$ cat src/ps2_proto_pkg.sv
package ps2_proto_pkg;

  localparam int frame_bits  = 42;  // receive shift register width
  localparam int ack_end_pos = 21;  // marker position once echo and ack byte are in
  localparam int init_len    = 7;   // commands sent before reports are used

  // command byte with its odd parity bit on top
  localparam logic [8:0] init_cmd_table [init_len] = '{
    9'h0F4,          // enable data reporting
    9'h1F3, 9'h0C8,  // sample rate 200
    9'h1F3, 9'h064,  // sample rate 100
    9'h1F3, 9'h150   // sample rate 80, wheel id unlocked after this one
  };

  // movement report, 41 line samples above the marker
  // first sample (start bit of byte 1) sits at bit 1
  typedef struct packed {
    logic [2:0] wheel_hi;  // 41:39 upper wheel bits, never complete
    logic [3:0] wheel;     // 38:35 signed wheel step
    logic       start4;    // 34
    logic [1:0] tail3;     // 33:32 stop and parity of byte 3
    logic [7:0] y_byte;    // 31:24
    logic [2:0] tail2;     // 23:21 start 3, stop and parity of byte 2
    logic [7:0] x_byte;    // 20:13
    logic [2:0] tail1;     // 12:10 start 2, stop and parity of byte 1
    logic       y_ovf;     // 9
    logic       x_ovf;     // 8
    logic       y_sign;    // 7
    logic       x_sign;    // 6
    logic       sync;      // 5 always one in byte 1
    logic [2:0] btn;       // 4:2 middle, right, left
    logic       start1;    // 1
    logic       mark;      // 0 marker when a report is complete
  } report_view_t;

  // host command seen on the line, device ack bit, then the ack byte
  typedef struct packed {
    logic [7:0]             ack;       // 41:34 normally FA
    logic [1:0]             ack_lead;  // 33:32 start of ack byte, ack bit
    logic [8:0]             echo_cmd;  // 31:23 command and parity as sent
    logic                   start_h;   // 22 host start bit
    logic                   mark;      // 21 marker when an exchange is complete
    logic [ack_end_pos-1:0] fill;      // still zero from the reload
  } ack_view_t;

  typedef union packed {
    report_view_t report;
    ack_view_t    ack;
  } frame_u;

endpackage

$ cat src/mouse_pos_pkg.sv
package mouse_pos_pkg;

  // default counter widths for the top level
  localparam int def_x_bits = 11;
  localparam int def_y_bits = 11;
  localparam int def_z_bits = 11;

  // one movement report after overflow handling
  typedef struct packed {
    logic [2:0]        btn;  // {middle, right, left}
    logic [8:0]        dx;   // two's complement, magnitude zeroed on overflow
    logic [8:0]        dy;   // positive is up on the mouse
    logic signed [3:0] dz;   // wheel step
  } report_t;

endpackage

$ cat src/ps2_frame_if.sv
`timescale 1ns/1ps

interface ps2_frame_if;

  ps2_proto_pkg::frame_u frame;  // receive register, both views
  logic                  done;   // one cycle, frame complete and line idle
  logic [8:0]            cmd;    // next command with parity
  logic                  run;    // init finished, reports are live

  // link layer
  modport phy (
    output frame,
    output done,
    input  cmd,
    input  run
  );

  // init sequencer
  modport seq (
    input  done,
    output cmd,
    output run
  );

  // report consumers
  modport user (
    input frame,
    input done,
    input run
  );

endinterface

$ cat src/ps2_line_phy.sv
`timescale 1ns/1ps

module ps2_line_phy #(
  parameter int count_bits = 15  // idle counter, 15 bits at 25 MHz
) (
  input  logic     clk,
  input  logic     arst_n,
  input  logic     ms_clk,      // sampled clock line
  input  logic     ms_dat,      // sampled data line
  output logic     ms_clk_low,  // pull clock line low
  output logic     ms_dat_low,  // pull data line low
  ps2_frame_if.phy link
);

  localparam int fb = ps2_proto_pkg::frame_bits;

  // marker at the top, zeros below it
  localparam logic [fb-1:0] rx_empty = {1'b1, {(fb-1){1'b0}}};

  logic [5:0]            filter;    // last six clock line samples
  logic [count_bits-1:0] count;     // idle timer
  logic                  req;       // holding the clock line for a request
  logic [9:0]            tx;        // parity, data, start; bit 0 on the line
  ps2_proto_pkg::frame_u rx;        // line samples enter at the top
  logic                  shift;     // filtered falling edge
  logic                  endcount;  // line has been quiet long enough
  logic                  endbit;    // marker reached its end position

  // one high sample then five low ones
  assign shift    = ~req & (filter == 6'b100000);
  assign endcount = &count[count_bits-1 -: 3];  // top three bits set

  // the two views put the end position at different places
  assign endbit = link.run ? rx.report.mark : rx.ack.mark;

  assign link.done  = endbit & endcount & ~req;
  assign link.frame = rx;

  assign ms_clk_low = req;
  assign ms_dat_low = ~tx[0];  // start bit and zero data bits

  always_ff @(posedge clk or negedge arst_n) begin
    if (!arst_n) begin
      filter <= '1;  // idle line is high
      count  <= '0;
    end else begin
      filter <= {filter[4:0], ms_clk};
      count  <= (shift || endcount) ? '0 : count + 1'b1;  // restart on every edge
    end
  end

  // request toggles once per idle period until init is over
  // no new request in the cycle a frame completes
  always_ff @(posedge clk or negedge arst_n) begin
    if (!arst_n) begin
      req <= 1'b0;
    end else if (link.run) begin
      req <= 1'b0;
    end else if (endcount && !link.done) begin
      req <= ~req;
    end
  end

  always_ff @(posedge clk or negedge arst_n) begin
    if (!arst_n) begin
      tx <= '1;
    end else if (link.run) begin
      tx <= '1;                       // line released for good
    end else if (req) begin
      tx <= {link.cmd, 1'b0};         // start bit first
    end else if (shift) begin
      tx <= {1'b1, tx[9:1]};          // ones fill behind, ends released
    end
  end

  always_ff @(posedge clk or negedge arst_n) begin
    if (!arst_n) begin
      rx <= rx_empty;
    end else if (link.done) begin
      rx <= rx_empty;                 // frame used this cycle
    end else if (shift && !endbit) begin
      rx <= {ms_dat, rx[fb-1:1]};     // extra edges after the end are dropped
    end
  end

  // data only goes low once the start bit was loaded under a request
  assert property (@(posedge clk) disable iff (!arst_n)
    (ms_clk_low && ms_dat_low) |-> $past(req));

  // a frame never completes while a command is still going out
  assert property (@(posedge clk) disable iff (!arst_n)
    link.done |-> (&tx));

endmodule

$ cat src/ps2_init_seq.sv
`timescale 1ns/1ps

module ps2_init_seq (
  input  logic     clk,
  input  logic     arst_n,
  ps2_frame_if.seq link
);

  localparam logic [2:0] last = 3'(ps2_proto_pkg::init_len);

  logic [2:0] sent;  // completed exchanges
  logic       run;

  assign run      = (sent == last);
  assign link.run = run;

  // table index is only valid before the last exchange
  assign link.cmd = run ? 9'h1FF : ps2_proto_pkg::init_cmd_table[sent];

  always_ff @(posedge clk or negedge arst_n) begin
    if (!arst_n) begin
      sent <= '0;
    end else if (link.done && !run) begin
      sent <= sent + 3'd1;  // advances on the done edge itself
    end
  end

  // exchanges count up one at a time and stop at the table end
  assert property (@(posedge clk) disable iff (!arst_n)
    (sent != $past(sent)) |-> ($past(sent) < last && sent == $past(sent) + 3'd1));

endmodule

$ cat src/mouse_pos_accum.sv
`timescale 1ns/1ps

module mouse_pos_accum #(
  parameter int x_bits = 11,  // at least 9
  parameter int y_bits = 11,  // at least 9
  parameter int z_bits = 11   // at least 4
) (
  input  logic              clk,
  input  logic              arst_n,
  ps2_frame_if.user         link,
  output logic [x_bits-1:0] x,
  output logic [y_bits-1:0] y,
  output logic [z_bits-1:0] z,
  output logic [2:0]        btn
);

  if (x_bits < 9 || y_bits < 9) begin : g_xy_width
    $error("x_bits and y_bits must be at least 9");
  end

  if (z_bits < 4) begin : g_z_width
    $error("z_bits must be at least 4");
  end

  ps2_proto_pkg::report_view_t rv;   // report view of the receive word
  mouse_pos_pkg::report_t      rpt;  // decoded step
  logic [x_bits-1:0]           dx_ext;
  logic [y_bits-1:0]           dy_ext;
  logic [z_bits-1:0]           dz_ext;

  assign rv = link.frame.report;

  // overflow drops the magnitude, sign stays
  always_comb begin
    rpt.btn = rv.btn;
    rpt.dx  = {rv.x_sign, rv.x_ovf ? 8'h00 : rv.x_byte};
    rpt.dy  = {rv.y_sign, rv.y_ovf ? 8'h00 : rv.y_byte};
    rpt.dz  = rv.wheel;
  end

  // sign extension to counter width
  assign dx_ext = x_bits'($signed(rpt.dx));
  assign dy_ext = y_bits'($signed(rpt.dy));
  assign dz_ext = z_bits'($signed(rpt.dz));

  always_ff @(posedge clk or negedge arst_n) begin
    if (!arst_n) begin
      x   <= '0;
      y   <= '0;
      z   <= '0;
      btn <= '0;
    end else if (!link.run) begin
      x   <= '0;  // init replies are not reports
      y   <= '0;
      z   <= '0;
      btn <= '0;
    end else if (link.done) begin
      x   <= x + dx_ext;  // wraps at counter width
      y   <= y - dy_ext;  // screen y grows downwards
      z   <= z + dz_ext;
      btn <= rpt.btn;
    end
  end

  // outputs are still clear whenever run is low, so run never drops back
  assert property (@(posedge clk) disable iff (!arst_n)
    !link.run |-> (x == '0 && y == '0 && z == '0 && btn == '0));

endmodule

$ cat src/ps2_mouse_top.sv
`timescale 1ns/1ps

module ps2_mouse_top #(
  parameter int x_bits     = mouse_pos_pkg::def_x_bits,
  parameter int y_bits     = mouse_pos_pkg::def_y_bits,
  parameter int z_bits     = mouse_pos_pkg::def_z_bits,
  parameter int count_bits = 15  // idle timer width, 15 bits at 25 MHz
) (
  input  logic              clk,
  input  logic              arst_n,
  input  logic              ms_clk,      // clock line as seen at the pin
  input  logic              ms_dat,      // data line as seen at the pin
  output logic              ms_clk_low,  // open drain enable, clock
  output logic              ms_dat_low,  // open drain enable, data
  output logic [x_bits-1:0] x,
  output logic [y_bits-1:0] y,
  output logic [z_bits-1:0] z,
  output logic [2:0]        btn,         // {middle, right, left}
  output logic              ready        // wheel mode set up
);

  ps2_frame_if link ();

  ps2_line_phy #(
    .count_bits (count_bits)
  ) u_phy (
    .clk        (clk),
    .arst_n     (arst_n),
    .ms_clk     (ms_clk),
    .ms_dat     (ms_dat),
    .ms_clk_low (ms_clk_low),
    .ms_dat_low (ms_dat_low),
    .link       (link.phy)
  );

  ps2_init_seq u_seq (
    .clk    (clk),
    .arst_n (arst_n),
    .link   (link.seq)
  );

  mouse_pos_accum #(
    .x_bits (x_bits),
    .y_bits (y_bits),
    .z_bits (z_bits)
  ) u_accum (
    .clk    (clk),
    .arst_n (arst_n),
    .link   (link.user),
    .x      (x),
    .y      (y),
    .z      (z),
    .btn    (btn)
  );

  assign ready = link.run;

endmodule

$ cat config.mk
export PLATFORM = sky130hd
export DESIGN_NAME = ps2_mouse_top
export DESIGN_NICKNAME = d
export VERILOG_FILES = /design/src/ps2_proto_pkg.sv /design/src/mouse_pos_pkg.sv /design/src/ps2_frame_if.sv /design/src/ps2_line_phy.sv /design/src/ps2_init_seq.sv /design/src/mouse_pos_accum.sv /design/src/ps2_mouse_top.sv
export SDC_FILE = /design/constraint.sdc
export NUM_CORES = 1
export LEC_CHECK = 0
export BUFFER_PORTS_ARGS = -buffer_cell sky130_fd_sc_hd__buf_2
export CORE_UTILIZATION = 35
export DETAILED_ROUTE_END_ITERATION = 6
export GPL_ROUTABILITY_DRIVEN = 0
export GPL_TIMING_DRIVEN = 0
export HOLD_SLACK_MARGIN = 0.03
export PLACE_DENSITY = 0.62
export SETUP_SLACK_MARGIN = 0.05
export SLEW_MARGIN = 20
export SYNTH_ARGS = -nofsm -noshare
export SYNTH_HDL_FRONTEND = slang
export SYNTH_SLANG_ARGS = --single-unit
$ cat constraint.sdc
create_clock -name clk -period 2.25 [get_ports clk]
set_clock_uncertainty 0.05 [all_clocks]
set_input_delay 0.1125 -clock clk [delete_from_list [all_inputs] [get_ports clk]]
set_output_delay 0.1125 -clock clk [all_outputs]
set_load 0.05 [all_outputs]
; ---- Word-level counts from Yosys, hierarchy flattened
; Memory sizes are Yosys's and may differ from the RTL's.
; Index checks and enable logic that the tools add are counted.
[totals]
mem_bits_ro = 72
in_bits = 4
elab_cells = 58
n_memories = 1
ff_bits = 113
[memory_table]
columns = name, depth, word_bits, rd, rd_clocked_by_memory_dff, wr, line_no
row1 = (name not given), 8, 9, 1, 0, 0, ps2_init_seq.sv:18  ; assign link.cmd = run ? 9'h1FF : ps2_proto_pkg::init_cmd_table[sent];
[classes]
n_addsub = 5
n_bitwise = 6
n_lt_le_gt_ge = 1
n_mux = 21
eq_ne = 3
reduce_logical = 11
[op_table]
columns = op, count
row1 = 42-bit 2-to-1 mux, 2
row2 = 11-bit 2-to-1 mux, 6
row3 = 10-bit 2-to-1 mux, 3
row4 = 11-bit adder, 2
row5 = 9-bit 2-to-1 mux, 2
row6 = 8-bit 2-to-1 mux, 2
row7 = 15-bit by 1-bit adder with 15-bit output (second input constant), 1
row8 = 15-bit 2-to-1 mux, 1
row9 = 11-bit subtractor, 1
row10 = 6-bit equality test (second input constant), 1
row11 = 3-bit 2-to-1 mux, 2
row12 = 4-bit >= comparator (second input constant), 1
row13 = 3-bit NOT with 4-bit output, 1
row14 = 2-bit nonzero test, 2
row15 = 3-bit by 1-bit adder with 3-bit output (second input constant), 1
row16 = 1-bit bitwise AND, 3
row17 = 3-bit equality test (second input constant), 1
row18 = 1-bit logical AND, 3
row19 = 1-bit zero test, 3
row20 = 1-bit 2-to-1 mux, 3
row21 = 3-bit AND reduction, 1
row22 = 3-bit nonzero test, 1
row23 = 2-bit inequality test (second input constant), 1
row24 = 1-bit NOT, 2
row25 = 1-bit logical OR, 1

; ---- Depth between registers and ports, before layout
[depth]
ltp_word = 8
mapped_depth = 10

; ---- Modules after synthesis
; Synthesis repeated with hierarchy kept, for this count alone.
[unflattened]
hier_cells = 706
area_unflattened_um2 = 6512.5
[by_module_without_submodules]
columns = mod, cells_per_inst, n_inst, area_each_um2
row1 = ps2_line_phy, 326, 1, 3165.5
row2 = mouse_pos_accum, 349, 1, 3029.2
row3 = ps2_init_seq, 31, 1, 317.8

; ---- Least setup slack after synthesis
; OpenSTA, ideal clock, no wires.
[synth_path]
kind = register -> register
from = register u_accum.z[0]
to = register u_accum.z[10]
setup_time_ns = 0.078
synth_period_minus_slack_ns = 2.701
path_stages_with_launch = 9
required_time_ns = 2.122
setup_slack_ns = -0.451
arrival_ns = 2.573
path_cell_list = dfrtp_1 > ha_1 > fa_1 > a21o_1 > a221oi_1 > o221ai_1 > xnor2_1 > or3_1 > a21oi_1
[synth_between]
elab_chain_cells = 3
[synth_lines]
columns = element, line_no
row1 = "start, declared", mouse_pos_accum.sv:13  ; output logic [z_bits-1:0] z,
row2 = "start signal, assigned", mouse_pos_accum.sv:60  ; z <= z + dz_ext;
row3 = 11-bit adder, mouse_pos_accum.sv:60
row4 = 11-bit 2-to-1 mux, mouse_pos_accum.sv:57  ; end else if (link.done) begin
row5 = 11-bit 2-to-1 mux, mouse_pos_accum.sv:52  ; end else if (!link.run) begin
; No other way between the ends. The select of a mux whose other input is x is not followed.
; A chain may end at the register's enable or synchronous reset.

; ---- Worst setup path after layout
[layout_path]
from = register u_seq.sent[1]
to = register u_accum.x[9]
[layout_between]
elab_chain_cells = 5
word_cells_on_any_way = 6
classes_between = eq/ne (2) / mux (2) / bitwise (2)
[layout_lines]
columns = element, line_no
row1 = "start, declared", ps2_init_seq.sv:11  ; logic [2:0] sent;
row2 = "start signal, assigned", ps2_init_seq.sv:24  ; sent <= sent + 3'd1;
row3 = 3-bit equality test (*), ps2_init_seq.sv:14  ; assign run = (sent == last);
row4 = 1-bit 2-to-1 mux, ps2_line_phy.sv:34  ; assign endbit = link.run ? rx.report.mark : rx.ack.mark;
row5 = 1-bit bitwise AND (2 in series), ps2_line_phy.sv:36  ; assign link.done = endbit & endcount & ~req;
row6 = 2-bit inequality test (no line), n/a
row7 = "end signal, assigned", mouse_pos_accum.sv:58  ; x <= x + dx_ext;
row8 = "end, declared", mouse_pos_accum.sv:11  ; output logic [x_bits-1:0] x,
; Every way passes the cells marked *; elsewhere a longest branch is shown, timed or not.

==> results.json <==
{
  "status": "complete, but fails checks",
  "violations": "setup timing",
  "critPathMaxFanout": 6,
  "endpoint_kind": "flip-flop",
  "drtPass1Iterations": 5,
  "grt_usage_pct": 17.8,
  "critPathSlowestCell": "dfrtp_1",
  "worst-r2r-cell-count": 8,
  "period_share_pct": 105,
  "drc": 0,
  "cts-htree-levels": 4,
  "yosysWarnings": 0,
  "rr_endpoint": "u_accum.x[9]",
  "vias": 5035,
  "syn_area_sq_mm": 0.00607,
  "power_density_mw_per_mm2": 675,
  "synth-seq-cells": 113,
  "p_total_mw": 5.36,
  "coreArea_sq_mm": 0.0168,
  "overflow": 0,
  "cts_tree": "yes",
  "cp.arrival_ns": 2.65,
  "clock-sinks": 113,
  "timing.final.max_slew_violations": 0,
  "fin_crit_ns": 2.36,
  "fp.dieH_um": 134,
  "path_cells": "ha_2 -> ha_4 -> mux2i_4 -> or3_1 -> buf_6 -> or3_4 -> mux2_4 -> o211ai_2",
  "syn_avg_cell_area_sq_um": 9.29,
  "vias_per_cell": 5.15,
  "max-cap-violations": 0,
  "dpl.cell_count": 917,
  "critPathMaxStageDelay_ns": 0.39,
  "drt_iter0_markers": 386,
  "grt_pass1_wl_mm": 24.7,
  "cts_inserted_buffers": 17,
  "ant_nets": 0,
  "die_width_um": 134,
  "setup_tns_ns": -0.344,
  "drive_gt1_share_pct": 27.7,
  "grt_max_degree": 63,
  "wl_mm": 15.5,
  "synth_top_family_by_area": "simple AND/OR/NAND/NOR gates",
  "slew_headroom_pct": 60.9,
  "core.rowCount": 47,
  "critPathKind": "reg2reg",
  "cts.clk_slew.worst_paths_ns": 0.06,
  "clk_latency_ns": 0.42,
  "antenna_found_initial": 0,
  "timing.final.ws_setup_ns": -0.112,
  "io_pins": 43,
  "cp.required_ns": 2.54,
  "synthToLayoutAreaGrowth_pct": 30.7,
  "place_hpwl_mm": 10.1,
  "io_buffers": 42,
  "critPathLaunch": "u_seq.sent[1]",
  "cts-root-buf": "clkbuf_16",
  "synth_cells": 654,
  "synth-compound-area-share_pct": 15.3,
  "cp-start-kind": "flip-flop",
  "nets": 789,
  "r2r_start": "u_seq.sent[1]",
  "irDropWorstVdd_mv": 0.570,
  "die_area_sq_mm": 0.0179,
  "clockBufferDepth": 2,
  "grt_pass1_vias": 4801,
  "post-place-ws_ns": -0.489,
  "ys_seq_area_share_pct": 46.9,
  "synthSimpleGateAreaFrac_pct": 19.0,
  "endpoint": "u_accum.x[9]",
  "antenna-diode-count": 0,
  "tightest_slew_ns": 0.587,
  "wl_per_cell_um": 15.9,
  "final_cell_count_no_fill": 978,
  "synth_nets": 698,
  "synth_mux_area_share_pct": 3.13,
  "holdCritPathClass": "in2async",
  "synth_area_leader_cell": "dfrtp_1",
  "synth-edff-count": 0,
  "synth-xor-area-share_pct": 3.89,
  "max_freq_ghz": 0.423,
  "hold_viol_final": 0,
  "reg2reg_slack_ns": -0.11,
  "synth_fa_ha_area_share_pct": 8.61,
  "dominantRegCellSynth": "dfrtp_1",
  "initial_core_util_pct": 36.2,
  "ys_top_cells_by_area": "dfrtp_1 (40%), nand2_1 (8.2%), ha_1 (7.6%), dfstp_2 (7.4%), o21ai_0 (5.4%)",
  "synth.distinct_cells": 53,
  "async_flop_share_pct": 100,
  "netlist.area_leader.share_pct": 39.6,
  "postLayoutCoreUtil_pct": 47.4,
  "p_leak_nw": 3.65,
  "finalSetupViolCount": 9,
  "rsz0062_at_grt": "yes"
}
## how the worst min path moves through the flow
stage                            to  cells past startpoint  slack, ns
floorplan            u_accum.btn[0]                      0      -0.23
global placement    u_phy.filter[0]                      1       0.17
detailed placement     u_accum.x[6]                      1       0.06
CTS                    u_accum.x[1]                      2       0.18
global route           u_accum.x[1]                      2       0.21
finish                 u_accum.x[1]                      2       0.17
## synthesized netlist by cell type (all sizes together), types with 4 or more instances
master / n
a31oi: 4
ha: 37
nor3: 9
clkbuf: 16
nand3: 23
nand4: 8
o21ai: 66
nand2: 133
nor2: 31
or3: 5
dfrtp: 96
nand3b: 4
buf: 16
and3: 7
dfstp: 17
xor2: 10
o211ai: 5
mux2: 8
o21bai: 6
xnor2: 17
a21oi: 44
inv: 14
a21o: 11
nand2b: 11
mux2i: 10
nor2b: 13
## report_power, final
part           internal, mW  total, mW  switching (mW)
combinational         0.107      0.246           0.139
clock                  1.97       2.91           0.946
sequential             2.13       2.20          0.0664
total                  4.21       5.36            1.15
## final cells by class
cell class | count | area (sq um)
fill | 1569 | 8820
multi-input combinational | 494 | 3330
sequential | 113 | 2860
timing repair buffer | 75 | 556
clock buffer | 23 | 488
tap | 220 | 275
buffer | 29 | 221
clock inverter | 9 | 154
inverter | 15 | 56.3
## layout by cell type, fill, tap and decap left out, types with 6 or more instances in the layout
cell / instances
a21o_1: 11
a21oi_1: 31
a21oi_2: 13
and3_1: 7
buf_2: 42
buf_4: 27
buf_6: 7
clkbuf_1: 7
clkbuf_16: 20
clkbuf_2: 11
dfrtp_1: 88
dfrtp_2: 8
dfstp_2: 17
ha_1: 31
inv_1: 14
mux2_2: 6
mux2i_1: 9
nand2_1: 126
nand2b_1: 10
nand3_1: 20
nand4_1: 8
nor2_1: 30
nor2b_1: 10
nor3_1: 6
o21ai_0: 40
o21ai_1: 22
o21bai_1: 6
xnor2_1: 17
xor2_1: 10
## state kept, by name (all words and copies together) (netlist names)
name / count
u_accum.y: 11
u_accum.x: 11
u_seq.sent: 3
u_phy.ms_clk_low: 1
u_phy.tx: 10
u_accum.btn: 3
u_phy.count: 15
u_accum.z: 11
u_phy.filter: 6
u_phy.link.frame: 42
## routing by layer
layer  up-vias  part of all wire (%)  global-route usage (%)
li1       2458                     -                       -
met1      2458                    48                    24.5
met3        11                   4.9                    5.40
met2       108                    46                    27.2
met5         -                     0                       0
met4         0                  0.88                    4.55
## stage by stage
stage | hold WS, ns | area [sq um]
2_1_floorplan | -0.233 | 6140
3_3_place_gp | 0.172 | 6620
3_5_place_dp | 0.0600 | 6660
4_1_cts | 0.184 | 7540
5_1_grt | 0.205 | 7940
6_report | 0.167 | 7940
## cell families after synthesis
kind of cell / count (synthesis)
mux: 18
flops: 113
simple gates: 252
compound gates: 157
fa+ha+maj: 40
buf+inv: 47
xor+xnor: 27
## worst max-delay path: cells and delay by family, from the launching register on
kind	cells	cell delay [ns]
and+or+nand+nor	2	0.76
AOI/OAI and AO/OA	1	0.07
adders and majority gates	2	0.38
DFF	1	0.39
muxes	2	0.47
buffers and inverters	1	0.15
## repair_timing
action | CTS | global route
resized for setup | 29 | 106
pin swaps | 8 | 19
setup buffers | 20 | 6
endpoints found under the setup margin | 79 | 76
hold buffers | 3 | 0
gates cloned | 0 | 3
hold endpoints to repair | 53 | 0
(Power assumes the default switching activity.)
